**src/design/gc_pkg.sv**
```systemverilog
// Global control package
// Shared widths, instruction encodings, privilege levels, exception
// causes and the control state enumeration for the machine/user build
`default_nettype none

package gc_pkg;

    ////////////////////////////////////////
    // Widths and counts
    localparam int unsigned XLEN = 32;

    // External sources, local source sits at index 0
    localparam int unsigned NUM_EXT_EXCEPTIONS = 3;
    localparam int unsigned NUM_EXCEPTIONS = NUM_EXT_EXCEPTIONS + 1;
    localparam int unsigned EXC_SRC_W = $clog2(NUM_EXCEPTIONS);
    localparam int unsigned EXC_CODE_W = 5;

    // Entries swept by the post-reset clear
    localparam int unsigned INIT_CLEAR_DEPTH = 64;
    // Extra top bit flags the end of the sweep
    localparam int unsigned INIT_CNT_W = $clog2(INIT_CLEAR_DEPTH) + 1;

    ////////////////////////////////////////
    // Exception causes
    typedef logic [EXC_CODE_W-1:0] exc_code_t;

    localparam exc_code_t CODE_INST_MISALIGNED = 5'd0;
    localparam exc_code_t CODE_INST_FAULT = 5'd1;
    localparam exc_code_t CODE_ILLEGAL_INST = 5'd2;
    localparam exc_code_t CODE_BREAKPOINT = 5'd3;
    localparam exc_code_t CODE_LOAD_FAULT = 5'd5;
    localparam exc_code_t CODE_STORE_FAULT = 5'd7;
    localparam exc_code_t CODE_ECALL_U = 5'd8;
    localparam exc_code_t CODE_ECALL_M = 5'd11;

    ////////////////////////////////////////
    // Instruction encodings
    // MRET and WFI are matched on the whole word
    localparam logic [XLEN-1:0] INSTR_MRET = 32'h3020_0073;
    localparam logic [XLEN-1:0] INSTR_WFI = 32'h1050_0073;
    // FENCE.I only compares opcode and funct3
    localparam logic [XLEN-1:0] INSTR_FENCE_I = 32'h0000_100f;

    // Privilege levels kept by this core
    typedef enum logic [1:0] {
        PRIV_USER = 2'b00,
        PRIV_MACHINE = 2'b11
    } priv_t;

    // Control FSM states
    typedef enum logic [2:0] {
        RST, PRE_CLEAR, INIT_CLEAR, IDLE, WAIT_INTERRUPT, PRE_ISSUE_FLUSH, WAIT_WRITE
    } gc_state_t;

endpackage

`default_nettype wire

```
**src/design/gc_decode.sv**
```systemverilog
// Global control decode
// Recognizes MRET, WFI and FENCE.I in the decode-stage word, raises
// unit_needed for them and latches the per-instruction flags as the
// issue stage takes the instruction
`timescale 1ns/1ps
`default_nettype none

module gc_decode
    import gc_pkg::*;
(
    input  logic            clk,
    input  logic            rst,
    input  logic [XLEN-1:0] decode_instruction,
    input  logic            issue_stage_ready,
    output logic            unit_needed,
    output logic            is_mret_d,
    output logic            is_wfi_d,
    output logic            is_ifence_d
);

    logic match_mret;
    logic match_wfi;
    logic match_ifence;

    ////////////////////////////////////////
    // Encoding match
    // Returns need the exact word
    assign match_mret = (decode_instruction == INSTR_MRET);
    assign match_wfi = (decode_instruction == INSTR_WFI);

    // FENCE.I ignores rd, rs1 and imm fields
    assign match_ifence = (decode_instruction[6:0] == INSTR_FENCE_I[6:0]) &&
                          (decode_instruction[14:12] == INSTR_FENCE_I[14:12]);

    assign unit_needed = match_mret | match_wfi | match_ifence;

    ////////////////////////////////////////
    // Flags for the issue stage
    // Only updated when issue accepts a new instruction
    always_ff @(posedge clk) begin
        if (rst) begin
            is_mret_d <= 1'b0;
            is_wfi_d <= 1'b0;
            is_ifence_d <= 1'b0;
        end else if (issue_stage_ready) begin
            is_mret_d <= match_mret;
            is_wfi_d <= match_wfi;
            is_ifence_d <= match_ifence;
        end
    end

endmodule

`default_nettype wire

```
**src/design/gc_issue_check.sv**
```systemverilog
// Global control issue check
// Traps MRET issued from user mode as an illegal instruction and keeps
// the offending word and PC as the trap record; otherwise produces the
// one-cycle issued pulses for MRET and FENCE.I
`timescale 1ns/1ps
`default_nettype none

module gc_issue_check
    import gc_pkg::*;
(
    input  logic            clk,
    input  logic            rst,
    input  logic            issue_new_request,
    input  logic            is_mret_d,
    input  logic            is_ifence_d,
    input  priv_t           privilege,
    input  logic [XLEN-1:0] issue_instruction,
    input  logic [XLEN-1:0] issue_pc,
    output logic            new_exception,
    output logic            mret,
    output logic            ifence_r,
    output logic            fetch_ifence,
    output logic            local_exc_valid,
    output logic [XLEN-1:0] local_exc_tval,
    output logic [XLEN-1:0] local_exc_pc
);

    ////////////////////////////////////////
    // Privilege check
    // Only MRET is privileged in the M/U build
    assign new_exception = issue_new_request & is_mret_d & (privilege == PRIV_USER);

    ////////////////////////////////////////
    // Issued pulses
    always_ff @(posedge clk) begin
        if (rst) begin
            mret <= 1'b0;
            ifence_r <= 1'b0;
            fetch_ifence <= 1'b0;
            local_exc_valid <= 1'b0;
        end else begin
            // Suppressed when the same issue traps
            mret <= issue_new_request & is_mret_d & ~new_exception;
            ifence_r <= issue_new_request & is_ifence_d & ~new_exception;
            // Fetch side invalidate follows the issue alone
            fetch_ifence <= issue_new_request & is_ifence_d;
            local_exc_valid <= new_exception;
        end
    end

    // Trap record, captured with every issue
    always_ff @(posedge clk) begin
        if (issue_new_request) begin
            local_exc_tval <= issue_instruction;
            local_exc_pc <= issue_pc;
        end
    end

endmodule

`default_nettype wire

```
**src/design/gc_exception_arbiter.sv**
```systemverilog
// Global control exception arbiter
// Merges the local source and the external sources into one exception
// record; valids are one-hot, so the selected index is a plain encode
// Also reduces the possible-exception flags into the stall level
`timescale 1ns/1ps
`default_nettype none

module gc_exception_arbiter
    import gc_pkg::*;
(
    input  logic                                   local_exc_valid,
    input  logic [XLEN-1:0]                        local_exc_tval,
    input  logic [XLEN-1:0]                        local_exc_pc,
    input  logic [XLEN-1:0]                        issue_pc,
    input  logic [NUM_EXT_EXCEPTIONS-1:0]          exc_valid,
    input  logic [NUM_EXT_EXCEPTIONS-1:0]          exc_possible,
    input  exc_code_t [NUM_EXT_EXCEPTIONS-1:0]     exc_code,
    input  logic [NUM_EXT_EXCEPTIONS-1:0][XLEN-1:0] exc_tval,
    input  logic [NUM_EXT_EXCEPTIONS-1:0][XLEN-1:0] exc_pc,
    output logic                                   gc_exc_valid,
    output logic                                   gc_exc_possible,
    output logic [NUM_EXCEPTIONS-1:0]              gc_exc_source,
    output exc_code_t                              gc_exc_code,
    output logic [XLEN-1:0]                        gc_exc_tval,
    output logic [XLEN-1:0]                        gc_exc_pc
);

    logic [NUM_EXCEPTIONS-1:0]           all_valid;
    exc_code_t [NUM_EXCEPTIONS-1:0]      all_code;
    logic [NUM_EXCEPTIONS-1:0][XLEN-1:0] all_tval;
    logic [NUM_EXCEPTIONS-1:0][XLEN-1:0] all_pc;
    logic [EXC_SRC_W-1:0]                src_idx;

    ////////////////////////////////////////
    // Source table, local entry at index 0
    assign all_valid = {exc_valid, local_exc_valid};
    // Local source only raises illegal instruction
    assign all_code = {exc_code, CODE_ILLEGAL_INST};
    assign all_tval = {exc_tval, local_exc_tval};
    assign all_pc = {exc_pc, local_exc_pc};

    // One-hot to index, ORing the indices of set bits
    always_comb begin
        src_idx = '0;
        for (int i = 0; i < NUM_EXCEPTIONS; i++) begin
            if (all_valid[i]) begin
                src_idx = src_idx | EXC_SRC_W'(i);
            end
        end
    end

    ////////////////////////////////////////
    // Selected record
    assign gc_exc_valid = |all_valid;
    assign gc_exc_source = all_valid;
    assign gc_exc_code = all_code[src_idx];
    assign gc_exc_tval = all_tval[src_idx];
    // Falls back to the issue PC when nothing traps
    assign gc_exc_pc = gc_exc_valid ? all_pc[src_idx] : issue_pc;

    // Stall level, local source is never merely possible
    assign gc_exc_possible = |exc_possible;

endmodule

`default_nettype wire

```
**src/design/gc_state_machine.sv**
```systemverilog
// Global control state machine
// Sequences the post-reset clear, then idles until an issued MRET or
// FENCE.I, an exception, a CSR flush or an interrupt needs a front-end
// flush; FENCE.I then drains outstanding stores before fetch resumes
// Hold and clear levels are registered from the next state
`timescale 1ns/1ps
`default_nettype none

module gc_state_machine
    import gc_pkg::*;
(
    input  logic      clk,
    input  logic      rst,
    input  logic      issue_new_request,
    input  logic      is_wfi_d,
    input  logic      new_exception,
    input  logic      ifence_r,
    input  logic      gc_exc_valid,
    input  logic      gc_exc_possible,
    input  logic      csr_frontend_flush,
    input  logic      interrupt_pending,
    input  logic      issue_stage_valid,
    input  logic      branch_flush,
    input  logic      outstanding_store,
    output gc_state_t next_state,
    output logic      fetch_hold,
    output logic      issue_hold_core,
    output logic      init_clear,
    output logic      interrupt_taken
);

    gc_state_t             state;
    logic [INIT_CNT_W-1:0] state_counter;
    logic                  init_clear_done;

    ////////////////////////////////////////
    // State register
    always_ff @(posedge clk) begin
        if (rst) begin
            state <= RST;
        end else begin
            state <= next_state;
        end
    end

    always_comb begin
        next_state = state;
        case (state)
            RST: next_state = PRE_CLEAR;
            PRE_CLEAR: next_state = INIT_CLEAR;
            INIT_CLEAR: begin
                if (init_clear_done) begin
                    next_state = IDLE;
                end
            end
            IDLE: begin
                // WFI and trapped instructions do not flush here
                if ((issue_new_request & ~is_wfi_d & ~new_exception) |
                    gc_exc_valid | csr_frontend_flush) begin
                    next_state = PRE_ISSUE_FLUSH;
                end else if (interrupt_pending) begin
                    next_state = WAIT_INTERRUPT;
                end
            end
            WAIT_INTERRUPT: begin
                // Exception wins over the pending interrupt
                if (gc_exc_valid | csr_frontend_flush) begin
                    next_state = PRE_ISSUE_FLUSH;
                end else if (~interrupt_pending) begin
                    next_state = IDLE;
                // Wait for a settled issue stage with a correct PC
                end else if (~gc_exc_possible & issue_stage_valid & ~branch_flush) begin
                    next_state = PRE_ISSUE_FLUSH;
                end
            end
            // Single flush cycle, FENCE.I continues to the store drain
            PRE_ISSUE_FLUSH: next_state = ifence_r ? WAIT_WRITE : IDLE;
            WAIT_WRITE: begin
                if (~outstanding_store) begin
                    next_state = IDLE;
                end
            end
            default: next_state = RST;
        endcase
    end

    // Interrupt accepted only on a clean flush
    assign interrupt_taken = interrupt_pending & (next_state == PRE_ISSUE_FLUSH) &
                             ~gc_exc_valid & ~csr_frontend_flush;

    ////////////////////////////////////////
    // Init clear counter
    // Top bit set after INIT_CLEAR_DEPTH cycles
    always_ff @(posedge clk) begin
        if (rst || (next_state == IDLE)) begin
            state_counter <= '0;
        end else if (next_state == INIT_CLEAR) begin
            state_counter <= state_counter + 1'b1;
        end
    end

    assign init_clear_done = state_counter[INIT_CNT_W-1];

    ////////////////////////////////////////
    // Registered hold levels
    always_ff @(posedge clk) begin
        if (rst) begin
            fetch_hold <= 1'b0;
            issue_hold_core <= 1'b0;
            init_clear <= 1'b0;
        end else begin
            fetch_hold <= next_state inside {PRE_CLEAR, INIT_CLEAR, PRE_ISSUE_FLUSH, WAIT_WRITE};
            // Issue also stops while an interrupt waits
            issue_hold_core <= next_state inside {PRE_CLEAR, INIT_CLEAR, WAIT_INTERRUPT,
                                                  PRE_ISSUE_FLUSH, WAIT_WRITE};
            init_clear <= (next_state == INIT_CLEAR);
        end
    end

endmodule

`default_nettype wire

```
**src/design/gc_pc_select.sv**
```systemverilog
// Global control PC select
// Two-cycle override for traps, returns and flushes: the flush cycle
// empties the front end and the captured target is fetched next
`timescale 1ns/1ps
`default_nettype none

module gc_pc_select
    import gc_pkg::*;
(
    input  logic            clk,
    input  logic            rst,
    input  gc_state_t       next_state,
    input  logic            gc_exc_valid,
    input  logic            interrupt_taken,
    input  logic            issue_new_request,
    input  logic            is_mret_d,
    input  logic [XLEN-1:0] exception_target_pc,
    input  logic [XLEN-1:0] mepc,
    input  logic [XLEN-1:0] next_pc,
    output logic            pc_override,
    output logic [XLEN-1:0] pc
);

    ////////////////////////////////////////
    // Override level
    // Also held through the reset clear
    always_ff @(posedge clk) begin
        if (rst) begin
            pc_override <= 1'b0;
        end else begin
            pc_override <= next_state inside {PRE_ISSUE_FLUSH, INIT_CLEAR};
        end
    end

    // Target capture, traps take priority
    always_ff @(posedge clk) begin
        if (gc_exc_valid | interrupt_taken) begin
            pc <= exception_target_pc;
        end else if (issue_new_request) begin
            // FENCE.I and CSR flush resume at the next instruction
            pc <= is_mret_d ? mepc : next_pc;
        end
    end

endmodule

`default_nettype wire

```
**src/design/gc_unit.sv**
```systemverilog
// Global control unit, machine/user build
// Decodes MRET, WFI and FENCE.I, checks privilege at issue, arbitrates
// exceptions, accepts interrupts and drives fetch/issue holds and the
// PC override; always accepts its instructions
`timescale 1ns/1ps
`default_nettype none

module gc_unit
    import gc_pkg::*;
(
    input  logic                                    clk,
    input  logic                                    rst,
    // Decode and issue
    input  logic [XLEN-1:0]                         decode_instruction,
    input  logic                                    issue_stage_ready,
    input  logic                                    issue_new_request,
    input  logic [XLEN-1:0]                         issue_instruction,
    input  logic [XLEN-1:0]                         issue_pc,
    input  logic                                    issue_stage_valid,
    input  priv_t                                   privilege,
    input  logic                                    branch_flush,
    output logic                                    unit_needed,
    // External exception sources
    input  logic [NUM_EXT_EXCEPTIONS-1:0]           exc_valid,
    input  logic [NUM_EXT_EXCEPTIONS-1:0]           exc_possible,
    input  exc_code_t [NUM_EXT_EXCEPTIONS-1:0]      exc_code,
    input  logic [NUM_EXT_EXCEPTIONS-1:0][XLEN-1:0] exc_tval,
    input  logic [NUM_EXT_EXCEPTIONS-1:0][XLEN-1:0] exc_pc,
    // Targets, CSR and memory status
    input  logic [XLEN-1:0]                         exception_target_pc,
    input  logic [XLEN-1:0]                         mepc,
    input  logic [XLEN-1:0]                         next_pc,
    input  logic                                    interrupt_pending,
    input  logic                                    csr_frontend_flush,
    input  logic                                    outstanding_store,
    // Global controls
    output logic                                    fetch_flush,
    output logic                                    fetch_hold,
    output logic                                    issue_hold,
    output logic                                    init_clear,
    output logic                                    fetch_ifence,
    output logic                                    mret,
    output logic                                    interrupt_taken,
    output logic                                    pc_override,
    output logic [XLEN-1:0]                         pc,
    // Selected exception
    output logic                                    gc_exc_valid,
    output logic [NUM_EXCEPTIONS-1:0]               gc_exc_source,
    output exc_code_t                               gc_exc_code,
    output logic [XLEN-1:0]                         gc_exc_tval,
    output logic [XLEN-1:0]                         gc_exc_pc
);

    logic            is_mret_d;
    logic            is_wfi_d;
    logic            is_ifence_d;
    logic            new_exception;
    logic            ifence_r;
    logic            local_exc_valid;
    logic [XLEN-1:0] local_exc_tval;
    logic [XLEN-1:0] local_exc_pc;
    logic            gc_exc_possible;
    logic            issue_hold_core;
    gc_state_t       next_state;

    ////////////////////////////////////////
    // Blocks, nets share the port names
    gc_decode i_decode (.*);
    gc_issue_check i_issue_check (.*);
    gc_exception_arbiter i_exception_arbiter (.*);
    gc_state_machine i_state_machine (.*);
    gc_pc_select i_pc_select (.*);

    // Front end flushes on a branch miss or an override
    assign fetch_flush = branch_flush | pc_override;
    // A possible exception stalls issue in the same cycle
    assign issue_hold = issue_hold_core | gc_exc_possible;

endmodule

`default_nettype wire

```
**config.mk**
```make
export PLATFORM = sky130hd
export DESIGN_NAME = gc_unit
export DESIGN_NICKNAME = d
export VERILOG_FILES = /design/src/design/gc_pkg.sv /design/src/design/gc_decode.sv /design/src/design/gc_issue_check.sv /design/src/design/gc_exception_arbiter.sv /design/src/design/gc_state_machine.sv /design/src/design/gc_pc_select.sv /design/src/design/gc_unit.sv
export SDC_FILE = /design/constraint.sdc
export NUM_CORES = 1
export LEC_CHECK = 0
export ABC_CLOCK_PERIOD_IN_PS = 4400
export BUFFER_PORTS_ARGS = -buffer_cell sky130_fd_sc_hd__buf_2
export CORE_AREA = 2 2 206 208
export CTS_BUF_LIST = sky130_fd_sc_hd__clkbuf_8
export CTS_CLUSTER_SIZE = 40
export DETAILED_ROUTE_END_ITERATION = 7
export DIE_AREA = 0 0 208 210
export GPL_TIMING_DRIVEN = 0
export HOLD_SLACK_MARGIN = 0.15
export PLACE_DENSITY_LB_ADDON = 0.25
export REMOVE_ABC_BUFFERS = 1
export SETUP_SLACK_MARGIN = 0.02
export SYNTH_ARGS = -nofsm -noshare
export SYNTH_HDL_FRONTEND = slang
export SYNTH_HIERARCHICAL = 1
export SYNTH_SLANG_ARGS = --single-unit
export TNS_END_PERCENT = 100
```
**constraint.sdc**
```tcl
create_clock -name clk -period 4.4 [get_ports clk]
set_clock_uncertainty 0.2 [all_clocks]
set_input_delay 0.22 -clock clk [delete_from_list [all_inputs] [get_ports clk]]
set_output_delay 0.22 -clock clk [all_outputs]
set_load 0.005 [all_outputs]
```
==> impl_summary.log, run 1 <==
[metrics] residual overflow from global routing: 0
[metrics] Cell Rows: 75
[metrics] number of port buffers: 530
[metrics] YS warnings: 6
[metrics] Max-Cap Viols: 0
[metrics] critical setup path kind: input port to output port
[metrics] number of distinct library cell variants in the gate-level netlist after synthesis: 67
[metrics] Routability Congestion: approximately 0.83
[metrics] Max Fclk: around 0.25 GHz
[metrics] GRT Overall Usage: around 16%
[metrics] effective utilization at floorplan: 19.09%
[metrics] mean routed wirelength per cell: around 18 µm
[metrics] HPWL Detailed: ~25 mm
[metrics] status: finished, final reports clean
[metrics] Final Instance Area: between 0.01 and 0.015 mm²
[metrics] power consumption: about 0.0033 W
[metrics] net total in the final layout: ~1900
[metrics] worst slack, placed: -0.3459 ns
[metrics] via count of the first global-routing pass: between 9000 and 10000
[metrics] DP Area: 0.01094 mm²
[metrics] worst path setup slack after routing: 0.3887 ns
[metrics] wire length of the first global-routing pass: 52.96 mm
[metrics] number of synthesized register bits: approximately 120
[metrics] Critical Path Source Type: input port
[metrics] Crit. End Element: output port
[metrics] antenna violations before repair: 9
[metrics] Util after Layout: around a third
[metrics] async set-reset flop share out of synthesis: 0%
[metrics] drt drc: 0
[metrics] final WL: 35.92 mm
[metrics] maximum clock path buffer count: 2
[metrics] worst IR drop on VDD: around 0.00018 V
[metrics] Boundary Pins: between 500 and 600
[metrics] H-tree levels: 4
[metrics] Seq/Total Area, Yosys: a little over two fifths
[metrics] Post-Synthesis Mean Instance Area: 9.634 µm²
[metrics] type of the tightest min-delay check: input port to register
[metrics] Synth-to-Final Area Change: 66.12%
[metrics] reported leakage power: roughly 5.6 nW
[metrics] crit path time final: ~4.0 ns
[metrics] peak fanout along the critical path: 46
[metrics] fraction of layout cells with a size suffix above 1: 42.70%
[metrics] Max Transition Viols Final: 0
[metrics] normalized max-slew margin: 21.25%
[metrics] Vias per Instance: 4.540
[metrics] horizontal die dimension: between 200 and 250 µm
[metrics] Final setup viols: 0
[metrics] Core Box Area: between 0.04 and 0.05 mm²
[metrics] hold violation count in the final report: 0
[metrics] Detailed Route Iter0 Violations: 518
[metrics] drt first pass iters: 5
[metrics] Worst-Margin Slew: 1.180 ns
[metrics] worst slack on hold paths: about 0.26 ns
[metrics] Cell Pwr Density: between 200 and 300 mW/mm²
[metrics] RSZ-0062 raised after global routing: no
[metrics] arrival time at the worst endpoint: 3.59 ns
[metrics] clock slew seen by the registers of the worst setup and hold paths: roughly 0.08 ns
[metrics] Synth Flop Type: sky130_fd_sc_hd__edfxtp_1
[metrics] final clock period utilization by the worst path: about nine tenths
[metrics] pin count of the biggest net entering global routing: approximately 100
[metrics] number of CTS-inserted buffers: 17
[metrics] die height: 210 µm
[metrics] post-CTS setup buffers: 0
[metrics] Synth Cell Area: between 0.007 and 0.008 mm²
[metrics] area enclosed by the die boundary: about 0.044 mm²
[metrics] clock tree from TritonCTS: yes
[metrics] critical path required time: 3.98 ns
[metrics] root buffer selected by CTS: sky130_fd_sc_hd__clkbuf_8
[metrics] cts repair resizes: 0
[metrics] via count of the routed design: between 9000 and 10000
[metrics] Sink Count: around 120
[metrics] register-to-register setup slack: about 0.48 ns
[metrics] number of cells produced by synthesis: just over 800
[metrics] post-detailed-route count of antenna-violating nets: 0
[metrics] EDFF count, synth: between 90 and 100
[metrics] Skew-Pair Late Insertion Delay: roughly 0.46 ns
## cell families after synthesis
group | share of synthesized area, %
adder cells (fa/ha/maj) | 0.1580
buffers and inverters | 6.225
multiplexers | 8.232
AND/OR/NAND/NOR | 19.70
flip-flops | 41.71
AO/OA/AOI/OAI | 23.97
## path summary, 6_finish.rpt
path	startpoint	end	cells past startpoint
min reg2reg	i_state_machine/state_counter[1]	i_state_machine/state_counter[1]	2
min	issue_instruction[11]	i_issue_check/local_exc_tval[11]	2
max	issue_new_request	interrupt_taken	13
max reg2reg	i_issue_check/local_exc_valid	i_pc_select/pc[8]	7
## stage by stage
stage          instances  TNS [ns]
3_3_place_gp        1815   -375.95
6_report            2038         0
5_1_grt             2038         0
3_5_place_dp        1821    -11.55
4_1_cts             2032         0
2_1_floorplan        746    -32.53
## final cells by class
| cell class | instances | area, µm² |
|---|---|---|
| antenna | 5 | 12.51 |
| clock buffer | 19 | 261.5 |
| clock inverter | 13 | 140.1 |
| fill | 4303 | 28320 |
| inverter | 9 | 35.03 |
| multi-input combinational | 621 | 4150 |
| sequential | 117 | 3304 |
| tap | 539 | 674.4 |
| timing repair buffer | 715 | 4577 |
## critical path, cell delays in order
cell and delay (ns):
sky130_fd_sc_hd__dlygate4sd3_1 0.55, sky130_fd_sc_hd__buf_4 0.27, sky130_fd_sc_hd__buf_16 0.24, sky130_fd_sc_hd__nand2_1 0.15, sky130_fd_sc_hd__nor3_1 0.05, sky130_fd_sc_hd__or3b_1 0.41
sky130_fd_sc_hd__a311oi_2 0.32, sky130_fd_sc_hd__a31o_1 0.23, sky130_fd_sc_hd__nor2_1 0.11, sky130_fd_sc_hd__nor3b_2 0.35, sky130_fd_sc_hd__buf_4 0.26, sky130_fd_sc_hd__buf_6 0.20
sky130_fd_sc_hd__buf_2 0.14
## power by group
part           internal (W)  switching [W]  leakage, nW
combinational      0.000489       0.000459         4.29
clock              0.000577       0.000471        0.209
sequential          0.00130      0.0000390         1.14
total               0.00237       0.000969         5.63
## what timing repair did
item	in CTS	in global routing
hold buffers	179	0
hold endpoints to repair	139	0
setup endpoints to repair	0	33
## registers in the layout, indices dropped and copies added (netlist names), 3 cells and up
signal and flops:
i_issue_check/local_exc_pc 32, i_issue_check/local_exc_tval 32, i_pc_select/pc 32, i_state_machine/state 3, i_state_machine/state_counter 7
## routing by layer
metal	track usage [%]	wire [µm]	vias up
met3	4.827	2526	37
met4	5.136	631	8
li1	-	-	4439
met5	0	43	-
met2	27.35	17960	372
met1	18.09	14760	4397
## cells in the final DEF (no fill, tap or decap), types with 5 or more instances in the layout
| cell | n |
|---|---|
| sky130_fd_sc_hd__edfxtp_1 | 96 |
| sky130_fd_sc_hd__dlygate4sd3_1 | 179 |
| sky130_fd_sc_hd__nor2b_1 | 8 |
| sky130_fd_sc_hd__a21oi_1 | 35 |
| sky130_fd_sc_hd__diode_2 | 5 |
| sky130_fd_sc_hd__dfxtp_1 | 20 |
| sky130_fd_sc_hd__clkinv_2 | 5 |
| sky130_fd_sc_hd__and2_1 | 33 |
| sky130_fd_sc_hd__o22a_1 | 32 |
| sky130_fd_sc_hd__o211ai_2 | 17 |
| sky130_fd_sc_hd__or3b_2 | 32 |
| sky130_fd_sc_hd__mux2i_1 | 64 |
| sky130_fd_sc_hd__o211ai_1 | 18 |
| sky130_fd_sc_hd__inv_1 | 10 |
| sky130_fd_sc_hd__o21ai_0 | 37 |
| sky130_fd_sc_hd__a22oi_1 | 8 |
| sky130_fd_sc_hd__buf_2 | 527 |
| sky130_fd_sc_hd__clkbuf_8 | 19 |
| sky130_fd_sc_hd__o21ai_1 | 35 |
| sky130_fd_sc_hd__nand4_1 | 6 |
| sky130_fd_sc_hd__nand2_1 | 137 |
| sky130_fd_sc_hd__nor2_1 | 14 |
| sky130_fd_sc_hd__nor3_1 | 10 |
| sky130_fd_sc_hd__nand2b_1 | 6 |
| sky130_fd_sc_hd__a31oi_1 | 34 |
| sky130_fd_sc_hd__a211oi_1 | 33 |
## cells in the mapped netlist (3+ instances only)
cell | count | area [µm²]
sky130_fd_sc_hd__o22a_1 | 32 | 280.3
sky130_fd_sc_hd__dlymetal6s2s_1 | 3 | 37.54
sky130_fd_sc_hd__buf_4 | 6 | 45.04
sky130_fd_sc_hd__or3b_2 | 32 | 280.3
sky130_fd_sc_hd__nor2b_1 | 8 | 50.05
sky130_fd_sc_hd__inv_1 | 8 | 30.03
sky130_fd_sc_hd__nor2_1 | 14 | 52.55
sky130_fd_sc_hd__nand3_1 | 4 | 20.02
sky130_fd_sc_hd__clkbuf_1 | 36 | 135.1
sky130_fd_sc_hd__o21ai_0 | 37 | 185.2
sky130_fd_sc_hd__nand2_1 | 137 | 514.2
sky130_fd_sc_hd__a21oi_1 | 35 | 175.2
sky130_fd_sc_hd__o211ai_2 | 17 | 212.7
sky130_fd_sc_hd__edfxtp_1 | 96 | 2883
sky130_fd_sc_hd__nor3_1 | 10 | 50.05
sky130_fd_sc_hd__or3_1 | 3 | 18.77
sky130_fd_sc_hd__a31oi_1 | 34 | 212.7
sky130_fd_sc_hd__nand2b_1 | 6 | 37.54
sky130_fd_sc_hd__mux2i_1 | 64 | 640.6
sky130_fd_sc_hd__or2_1 | 3 | 18.77
sky130_fd_sc_hd__nor3b_1 | 4 | 30.03
sky130_fd_sc_hd__buf_6 | 14 | 157.7
sky130_fd_sc_hd__nor4b_1 | 3 | 26.28
sky130_fd_sc_hd__and2_1 | 33 | 206.5
sky130_fd_sc_hd__a211oi_1 | 33 | 247.7
sky130_fd_sc_hd__o21ai_1 | 35 | 175.2
sky130_fd_sc_hd__buf_2 | 16 | 80.08
sky130_fd_sc_hd__nand4_1 | 6 | 37.54
sky130_fd_sc_hd__dfxtp_1 | 21 | 420.4
sky130_fd_sc_hd__o211ai_1 | 18 | 135.1
sky130_fd_sc_hd__a22oi_1 | 8 | 60.06
Note: power is estimated with default switching activity, not from simulation.
==> run 2, diff against run 1 <==
--- a/config.mk
+++ b/config.mk
@@ -12,13 +12,12 @@
 export CTS_CLUSTER_SIZE = 40
 export DETAILED_ROUTE_END_ITERATION = 7
 export DIE_AREA = 0 0 208 210
-export GPL_TIMING_DRIVEN = 0
 export HOLD_SLACK_MARGIN = 0.15
 export PLACE_DENSITY_LB_ADDON = 0.25
 export REMOVE_ABC_BUFFERS = 1
 export SETUP_SLACK_MARGIN = 0.02
+export SLEW_MARGIN = 20
 export SYNTH_ARGS = -nofsm -noshare
 export SYNTH_HDL_FRONTEND = slang
-export SYNTH_HIERARCHICAL = 1
 export SYNTH_SLANG_ARGS = --single-unit
 export TNS_END_PERCENT = 100
==> impl_summary.log, run 2 <==
[metrics] Critical Path Source Type: input port
[metrics] Vias per Instance: roughly 4.3
[metrics] Cell Rows: between 70 and 80
[metrics] HPWL Detailed: around 26 mm
[metrics] clock slew seen by the registers of the worst setup and hold paths: 0.07 ns
[metrics] Max-Cap Viols: 0
[metrics] Seq/Total Area, Yosys: between 40% and 50%
[metrics] antenna violations before repair: 0
[metrics] drt first pass iters: 5
[metrics] cell with the most instances after synthesis: sky130_fd_sc_hd__nand2_1
[metrics] Inst Count DP: about 1800
[metrics] post-route non-filler standard cell count: about 1900
[metrics] mean routed wirelength per cell: roughly 17 µm
[metrics] via count of the first global-routing pass: roughly 8600
[metrics] maximum clock path buffer count: 2
[metrics] crit path time final: just under 4 ns
[metrics] Critical R2R Capture: i_pc_select.pc[11]
[metrics] largest family of logic cells by synthesized area: compound AO/OA/AOI/OAI gates
[metrics] net switching power of the design: about 0.0009 W
[metrics] number of port buffers: 530
[metrics] final WL: approximately 34 mm
[metrics] Top cell by count, worst path: sky130_fd_sc_hd__dlygate4sd3_1
[metrics] Worst-Margin Slew: around 0.86 ns
[metrics] H-tree levels: 4
[metrics] Layout fillers: between 4000 and 5000
[metrics] YS warnings: 0
[metrics] largest area contributor in the synthesized netlist: sky130_fd_sc_hd__edfxtp_1
[metrics] EDFF count, synth: 96
[metrics] Synth Cell Area: 0.007103 mm²
[metrics] Util after Layout: between 20% and 30%
[metrics] net total in the final layout: approximately 1800
[metrics] residual overflow from global routing: 0
[metrics] drt drc: 0
[metrics] combinational group share of total power: 26.1%
[metrics] Switching Fraction: 27.88%
[metrics] most frequent cells in the layout: sky130_fd_sc_hd__buf_2 (529), sky130_fd_sc_hd__dlygate4sd3_1 (149), sky130_fd_sc_hd__nand2_1 (140)
[metrics] share of the synthesized area in compound gates (AO/OA/AOI/OAI): 20.17%
[metrics] commonest cells in the netlist: sky130_fd_sc_hd__nand2_1 (140), sky130_fd_sc_hd__edfxtp_1 (96), sky130_fd_sc_hd__mux2_2 (64)
[metrics] number of synthesized register bits: between 100 and 150
[metrics] Crit. End Element: register
[metrics] post-detailed-route count of antenna-violating nets: 0
[metrics] cell family with most CP delay: buffers and inverters
[metrics] clock tree from TritonCTS: yes
[metrics] ranking of synthesized cells by area: sky130_fd_sc_hd__edfxtp_1 (41%), sky130_fd_sc_hd__mux2_2 (10%), sky130_fd_sc_hd__nand2_1 (7.4%)
[metrics] Boundary Pins: ~530
[metrics] relative contribution of the clock network to total power: a little under a third
[metrics] Synth-to-Final Area Change: 71.78%
[metrics] buffering stage count on the worst path with inverters included: 6
[metrics] pin count of the biggest net entering global routing: 54
[metrics] arrival time at the worst endpoint: about 3.9 ns
[metrics] GRT Overall Usage: between 15 and 20%
[metrics] Sink Count: between 100 and 150
[metrics] critical setup path kind: input port to register
[metrics] Synth Flop Type: sky130_fd_sc_hd__edfxtp_1
[metrics] effective utilization at floorplan: between 10% and 20%
[metrics] horizontal die dimension: 208 µm
[metrics] worst IR drop on VDD: between 0.00015 and 0.0002 V
[metrics] Post-Synthesis Mean Instance Area: ~9.5 µm²
[metrics] number of cells produced by synthesis: roughly 750
[metrics] most common cell after layout, fill and taps aside: sky130_fd_sc_hd__buf_2
[metrics] Max Fclk: 0.2544 GHz
[metrics] largest registers: i_issue_check.local_exc_pc (32), i_issue_check.local_exc_tval (32), i_pc_select.pc (32)
[metrics] die height: 210 µm
[metrics] area enclosed by the die boundary: about 0.044 mm²
[metrics] delay contributed by the slowest stage of the critical path: approximately 0.60 ns
[metrics] Skew-Pair Late Insertion Delay: roughly 0.45 ns
[metrics] origin of the worst setup path: interrupt_pending
[metrics] cells traversed along the worst timing path: dlygate4sd3_1 > buf_2 > nor3_2 > dlygate4sd3_1 > o211ai_2 > nor2_1 > o21ai_0 > ha_1 > inv_1 > o311a_1 > buf_4 > mux2_2 > dlygate4sd3_1
[metrics] wire length of the first global-routing pass: about 50 mm
[metrics] FF-to-FF path depth: 10
[metrics] Detailed Route Iter0 Violations: 450
[metrics] fraction of layout cells with a size suffix above 1: approximately 46%
[metrics] number of distinct library cell variants in the gate-level netlist after synthesis: slightly below 50
[metrics] async set-reset flop share out of synthesis: 0%
[metrics] Internal: approximately 0.0023 W
[metrics] total stage count of the critical path: 13
[metrics] Final setup viols: 0
[metrics] worst setup path end: i_pc_select.pc[11]
[metrics] hold violation count in the final report: 0
[metrics] critical path required time: 4.41 ns
[metrics] synthesized-area fraction occupied by adder cells: 0.8807%
[metrics] Critical R2R Launch: i_issue_check.local_exc_valid
[metrics] Final TNS setup: 0 ns
[metrics] final clock period utilization by the worst path: 89.34%
[metrics] normalized max-slew margin: between 40% and 50%
[metrics] Inserted Diodes: 0
[metrics] status: finished, final reports clean
[metrics] register-to-register setup slack: ~0.66 ns
[metrics] share of the synthesized netlist area taken by xor and xnor gates: 0%
[metrics] multiplexer share of the synthesized area: 10.29%
[metrics] Synth top area share: roughly two fifths
[metrics] crit path max-delay cell type: sky130_fd_sc_hd__dlygate4sd3_1
[metrics] cts repair resizes: 0
[metrics] Cell Pwr Density: 258.8 mW/mm²
[metrics] Core Box Area: slightly above 0.04 mm²
[metrics] RSZ-0062 raised after global routing: no
[metrics] via count of the routed design: approximately 8400
[metrics] Max Transition Viols Final: 0
[metrics] type of the tightest min-delay check: input port to register
[metrics] number of CTS-inserted buffers: 17
[metrics] Routability Congestion: around 0.85
[metrics] relative contribution of sequential cells to total power: a little over two fifths
[metrics] synthesized-area fraction occupied by and/or/nand/nor cells: around 17%
[metrics] reported leakage power: roughly 5.4 nW
[metrics] peak fanout along the critical path: 17
[metrics] root buffer selected by CTS: sky130_fd_sc_hd__clkbuf_8
[metrics] hold path cells: 5
==> run 2: cell count changes after synthesis, moves of 32 or more <==
cell / delta
sky130_fd_sc_hd__mux2_2: +63
sky130_fd_sc_hd__mux2i_1: -63
sky130_fd_sc_hd__nor2_1: +37
sky130_fd_sc_hd__o21ai_1: -35
sky130_fd_sc_hd__o22ai_1: +33
sky130_fd_sc_hd__or3b_2: -32
==> run 2: what timing repair did <==
item	in CTS	in global routing
endpoints found under the hold margin	134	0
buffers inserted	0	0
endpoints found under the setup margin	0	0
hold buffers	149	0
==> run 2: final cells by class <==
type / instances / area [µm²] / share of cell area [%]
clock buffer: 17 / 234.0 / 1.918
clock inverter: 15 / 146.4 / 1.200
inverter: 15 / 56.30 / 0.4614
multi-input combinational: 549 / 3480 / 28.52
sequential: 117 / 3304 / 27.08
tap: 539 / 674.4 / 5.527
timing repair buffer: 697 / 4307 / 35.30
==> run 2: worst min-delay path by stage <==
stage	slack, ns	start	end
floorplan	0.09	rst	i_decode.is_mret_d
global placement	0.20	issue_instruction[14]	i_issue_check.local_exc_tval[14]
detailed placement	0.20	issue_instruction[4]	i_issue_check.local_exc_tval[4]
CTS	0.16	outstanding_store	i_state_machine.state[0]
global route	0.23	issue_instruction[11]	i_issue_check.local_exc_tval[11]
finish	0.20	outstanding_store	i_state_machine.state[0]
==> run 2: routing by layer <==
metal  global-route usage, %  wire length, µm  vias up  part of all wire (%)
li1                        -                -     4084                     -
met1                   17.05            13650     3926                    40
met2                   27.45            17420      383                    51
met3                   3.710             2353       24                   6.9
met4                   5.111              603        0                   1.8
met5                       0                0        -                     0
==> run 2: metrics by stage <==
step                      setup slack (ns)  hold slack [ns]  cell area (µm²)  total power [W]
final                               0.4689           0.2040            12200         0.003158
after global routing                0.3043           0.2311            12200         0.003340
after CTS                           0.5212           0.1559            12200         0.003225
after detailed placement             1.032           0.1982            10330         0.002074
after global placement               1.099           0.1976            10330         0.002071
after floorplan                   -0.06228          0.08907             6827         0.001634
==> run 2: power groups by stage <==
stage / logic, W / registers [W] / clock network [W]
after global placement: 0.000721 / 0.00135 / 0
final: 0.000823 / 0.00133 / 0.00101
after CTS: 0.000833 / 0.00133 / 0.00106
after detailed placement: 0.000723 / 0.00135 / 0
after floorplan: 0.000287 / 0.00135 / 0
after global routing: 0.000904 / 0.00134 / 0.00110
==> run 2: tightest hold or removal path, cell delays in order <==
cell                       delay (ns)
sky130_fd_sc_hd__buf_2           0.10
sky130_fd_sc_hd__nor2b_1         0.05
sky130_fd_sc_hd__mux2i_1         0.12
sky130_fd_sc_hd__o211ai_1        0.15
sky130_fd_sc_hd__nor2b_1         0.16
==> run 2: cell families after synthesis <==
| family | Yosys count |
|---|---|
| compound gates | 210 |
| flops | 117 |
| buf+inv | 80 |
| simple gates | 269 |
| mux | 65 |
| fa+ha+maj | 5 |
==> run 3, diff against run 2 <==
--- a/config.mk
+++ b/config.mk
@@ -5,13 +5,13 @@
 export SDC_FILE = /design/constraint.sdc
 export NUM_CORES = 1
 export LEC_CHECK = 0
-export ABC_CLOCK_PERIOD_IN_PS = 4400
+export ABC_CLOCK_PERIOD_IN_PS = 5100
 export BUFFER_PORTS_ARGS = -buffer_cell sky130_fd_sc_hd__buf_2
-export CORE_AREA = 2 2 206 208
+export CORE_AREA = 2 2 205 207
 export CTS_BUF_LIST = sky130_fd_sc_hd__clkbuf_8
 export CTS_CLUSTER_SIZE = 40
 export DETAILED_ROUTE_END_ITERATION = 7
-export DIE_AREA = 0 0 208 210
+export DIE_AREA = 0 0 207 209
 export HOLD_SLACK_MARGIN = 0.15
 export PLACE_DENSITY_LB_ADDON = 0.25
 export REMOVE_ABC_BUFFERS = 1
==> constraint.sdc (replaced) <==
create_clock -name clk -period 5.1 [get_ports clk]
set_clock_uncertainty 0.2 [all_clocks]
set_input_delay 0.255 -clock clk [delete_from_list [all_inputs] [get_ports clk]]
set_output_delay 0.255 -clock clk [all_outputs]
set_load 0.005 [all_outputs]
==> impl_summary.log, run 3 (synthesis results as in run 2) <==
[metrics] number of CTS-inserted buffers: 17
[metrics] crit path max-delay cell type: sky130_fd_sc_hd__dlygate4sd3_1
[metrics] die height: between 200 and 250 µm
[metrics] arrival time at the worst endpoint: 3.87 ns
[metrics] Util after Layout: between 20% and 30%
[metrics] Cell Pwr Density: roughly 220 mW/mm²
[metrics] maximum clock path buffer count: 2
[metrics] reported leakage power: approximately 5.3 nW
[metrics] worst setup path end: i_pc_select.pc[12]
[metrics] Worst-Margin Slew: about 1.1 ns
[metrics] critical path required time: roughly 5.1 ns
[metrics] Worst Min Path Start: interrupt_pending
[metrics] register-to-register setup slack: between 1 and 1.5 ns
[metrics] origin of the worst setup path: i_issue_check.local_exc_valid
[metrics] fraction of layout cells with a size suffix above 1: 46.45%
[metrics] hold violation count in the final report: 0
[metrics] largest registers: i_issue_check.local_exc_pc (32), i_issue_check.local_exc_tval (32), i_pc_select.pc (32)
[metrics] Critical Path Source Type: register
[metrics] cell family with most CP delay: buffers and inverters
[metrics] Critical R2R Launch: i_issue_check.local_exc_valid
[metrics] relative contribution of the clock network to total power: between 30 and 40%
[metrics] drt first pass iters: 5
[metrics] effective utilization at floorplan: 17.20%
[metrics] Final setup viols: 0
[metrics] combinational group share of total power: a little over a quarter
[metrics] worst path setup slack after routing: 1.256 ns
[metrics] Core Box Area: approximately 0.041 mm²
[metrics] relative contribution of sequential cells to total power: a little over two fifths
[metrics] Synth-to-Final Area Change: 69.95%
[metrics] Internal: about 0.0019 W
[metrics] net switching power of the design: roughly 0.00077 W
[metrics] crit path time final: 3.844 ns
[metrics] RSZ-0062 raised after global routing: no
[metrics] worst IR drop on VDD: 0.0001475 V
[metrics] number of port buffers: between 500 and 600
[metrics] Vias per Instance: 4.312
[metrics] Sink Count: ~120
[metrics] Detailed Route Iter0 Violations: 528
[metrics] status: finished, final reports clean
[metrics] Skew-Pair Late Insertion Delay: roughly 0.48 ns
[metrics] GRT Overall Usage: between 10% and 20%
[metrics] Max-Cap Viols: 0
[metrics] critical setup path kind: register to register
[metrics] delay contributed by the slowest stage of the critical path: about 0.57 ns
[metrics] most frequent cells in the layout: sky130_fd_sc_hd__buf_2 (529), sky130_fd_sc_hd__dlygate4sd3_1 (141), sky130_fd_sc_hd__nand2_1 (139)
[metrics] HPWL Detailed: 25.08 mm
[metrics] type of the tightest min-delay check: input port to register
[metrics] Max Transition Viols Final: 0
[metrics] H-tree levels: 4
[metrics] total stage count of the critical path: 10
[metrics] Routability Congestion: approximately 0.9
[metrics] FF-to-FF path depth: 10
[metrics] Cell Rows: 75
[metrics] buffering stage count on the worst path with inverters included: 3
[metrics] mean routed wirelength per cell: about 17 µm
[metrics] via count of the routed design: ~8400
[metrics] CTS Hold Bufs: 141
[metrics] residual overflow from global routing: 0
[metrics] final WL: ~33 mm
[metrics] Max Fclk: about 0.26 GHz
[metrics] clock tree from TritonCTS: yes
[metrics] cells traversed along the worst timing path: nor3_4 > nand3_1 > o311ai_0 > o211ai_1 > ha_1 > inv_1 > o311a_2 > buf_4 > mux2_2 > dlygate4sd3_1
[metrics] post-CTS setup buffers: 0
[metrics] Final TNS setup: 0 ns
[metrics] Switching Fraction: roughly 29%
[metrics] normalized max-slew margin: about 25%
[metrics] Crit. End Element: register
[metrics] cts repair resizes: 0
[metrics] worst slack, placed: ~1.3 ns
[metrics] pin count of the biggest net entering global routing: 76
[metrics] area enclosed by the die boundary: 0.04326 mm²
[metrics] root buffer selected by CTS: sky130_fd_sc_hd__clkbuf_8
[metrics] final clock period utilization by the worst path: roughly 75%
[metrics] clock slew seen by the registers of the worst setup and hold paths: around 0.080 ns
[metrics] Boundary Pins: 531
[metrics] Critical R2R Capture: i_pc_select.pc[12]
[metrics] wire length of the first global-routing pass: 49.47 mm
[metrics] via count of the first global-routing pass: around 8500
[metrics] post-detailed-route count of antenna-violating nets: 0
[metrics] horizontal die dimension: a little over 200 µm
[metrics] net total in the final layout: around 1800
[metrics] power consumption: around 0.0027 W
[metrics] antenna violations before repair: 5
[metrics] drt drc: 0
[metrics] peak fanout along the critical path: 33
[metrics] most common cell after layout, fill and taps aside: sky130_fd_sc_hd__buf_2
-- run 3: worst min path at each step --
stage / endpoint / slack, ns / cells after the start
after floorplan: i_decode.is_mret_d / 0.12 / 1
after global placement: i_issue_check.local_exc_tval[27] / 0.23 / 1
after detailed placement: i_issue_check.local_exc_tval[31] / 0.23 / 1
after CTS: i_state_machine.state[2] / 0.16 / 5
after global routing: i_state_machine.state[0] / 0.23 / 5
final: i_state_machine.state[2] / 0.21 / 5
-- run 3: cell type report --
type                       count  area (µm²)
sequential                   117        3304
antenna                        3       7.507
clock buffer                  20       275.3
clock inverter                12       88.84
tap                          539       674.4
multi-input combinational    549        3491
inverter                      15       56.30
fill                        4516       29220
timing repair buffer         682        4174
-- run 3: tightest hold or removal path, stage by stage --
cell and delay, ns:
sky130_fd_sc_hd__buf_2 0.11, sky130_fd_sc_hd__nor3_2 0.06, sky130_fd_sc_hd__o211ai_2 0.09, sky130_fd_sc_hd__a221oi_1 0.20, sky130_fd_sc_hd__nor2_1 0.13
-- run 3: per-stage QoR --
step / instance area (µm²) / std cells / hold slack (ns)
floorplan: 6827 / 681 / 0.1241
global placement: 10250 / 1759 / 0.2329
detailed placement: 10270 / 1760 / 0.2334
CTS: 12040 / 1933 / 0.1612
global route: 12070 / 1935 / 0.2297
finish: 12070 / 1937 / 0.2128
-- run 3: power by group through the flow --
stage | sequential [W] | clock [W] | combinational [W]
finish | 0.00114 | 0.000826 | 0.000704
global route | 0.00115 | 0.000910 | 0.000773
CTS | 0.00115 | 0.000876 | 0.000707
detailed placement | 0.00117 | 0 | 0.000615
global placement | 0.00116 | 0 | 0.000613
floorplan | 0.00116 | 0 | 0.000248
-- run 3: per-layer routing --
| metal | vias up | GRT usage (%) | wire [µm] |
|---|---|---|---|
| met1 | 3883 | 17.85 | 14180 |
| li1 | 4055 | - | - |
| met2 | 366 | 25.43 | 16160 |
| met3 | 44 | 4.479 | 2283 |
| met4 | 4 | 5.517 | 787 |
| met5 | - | 0 | 24 |
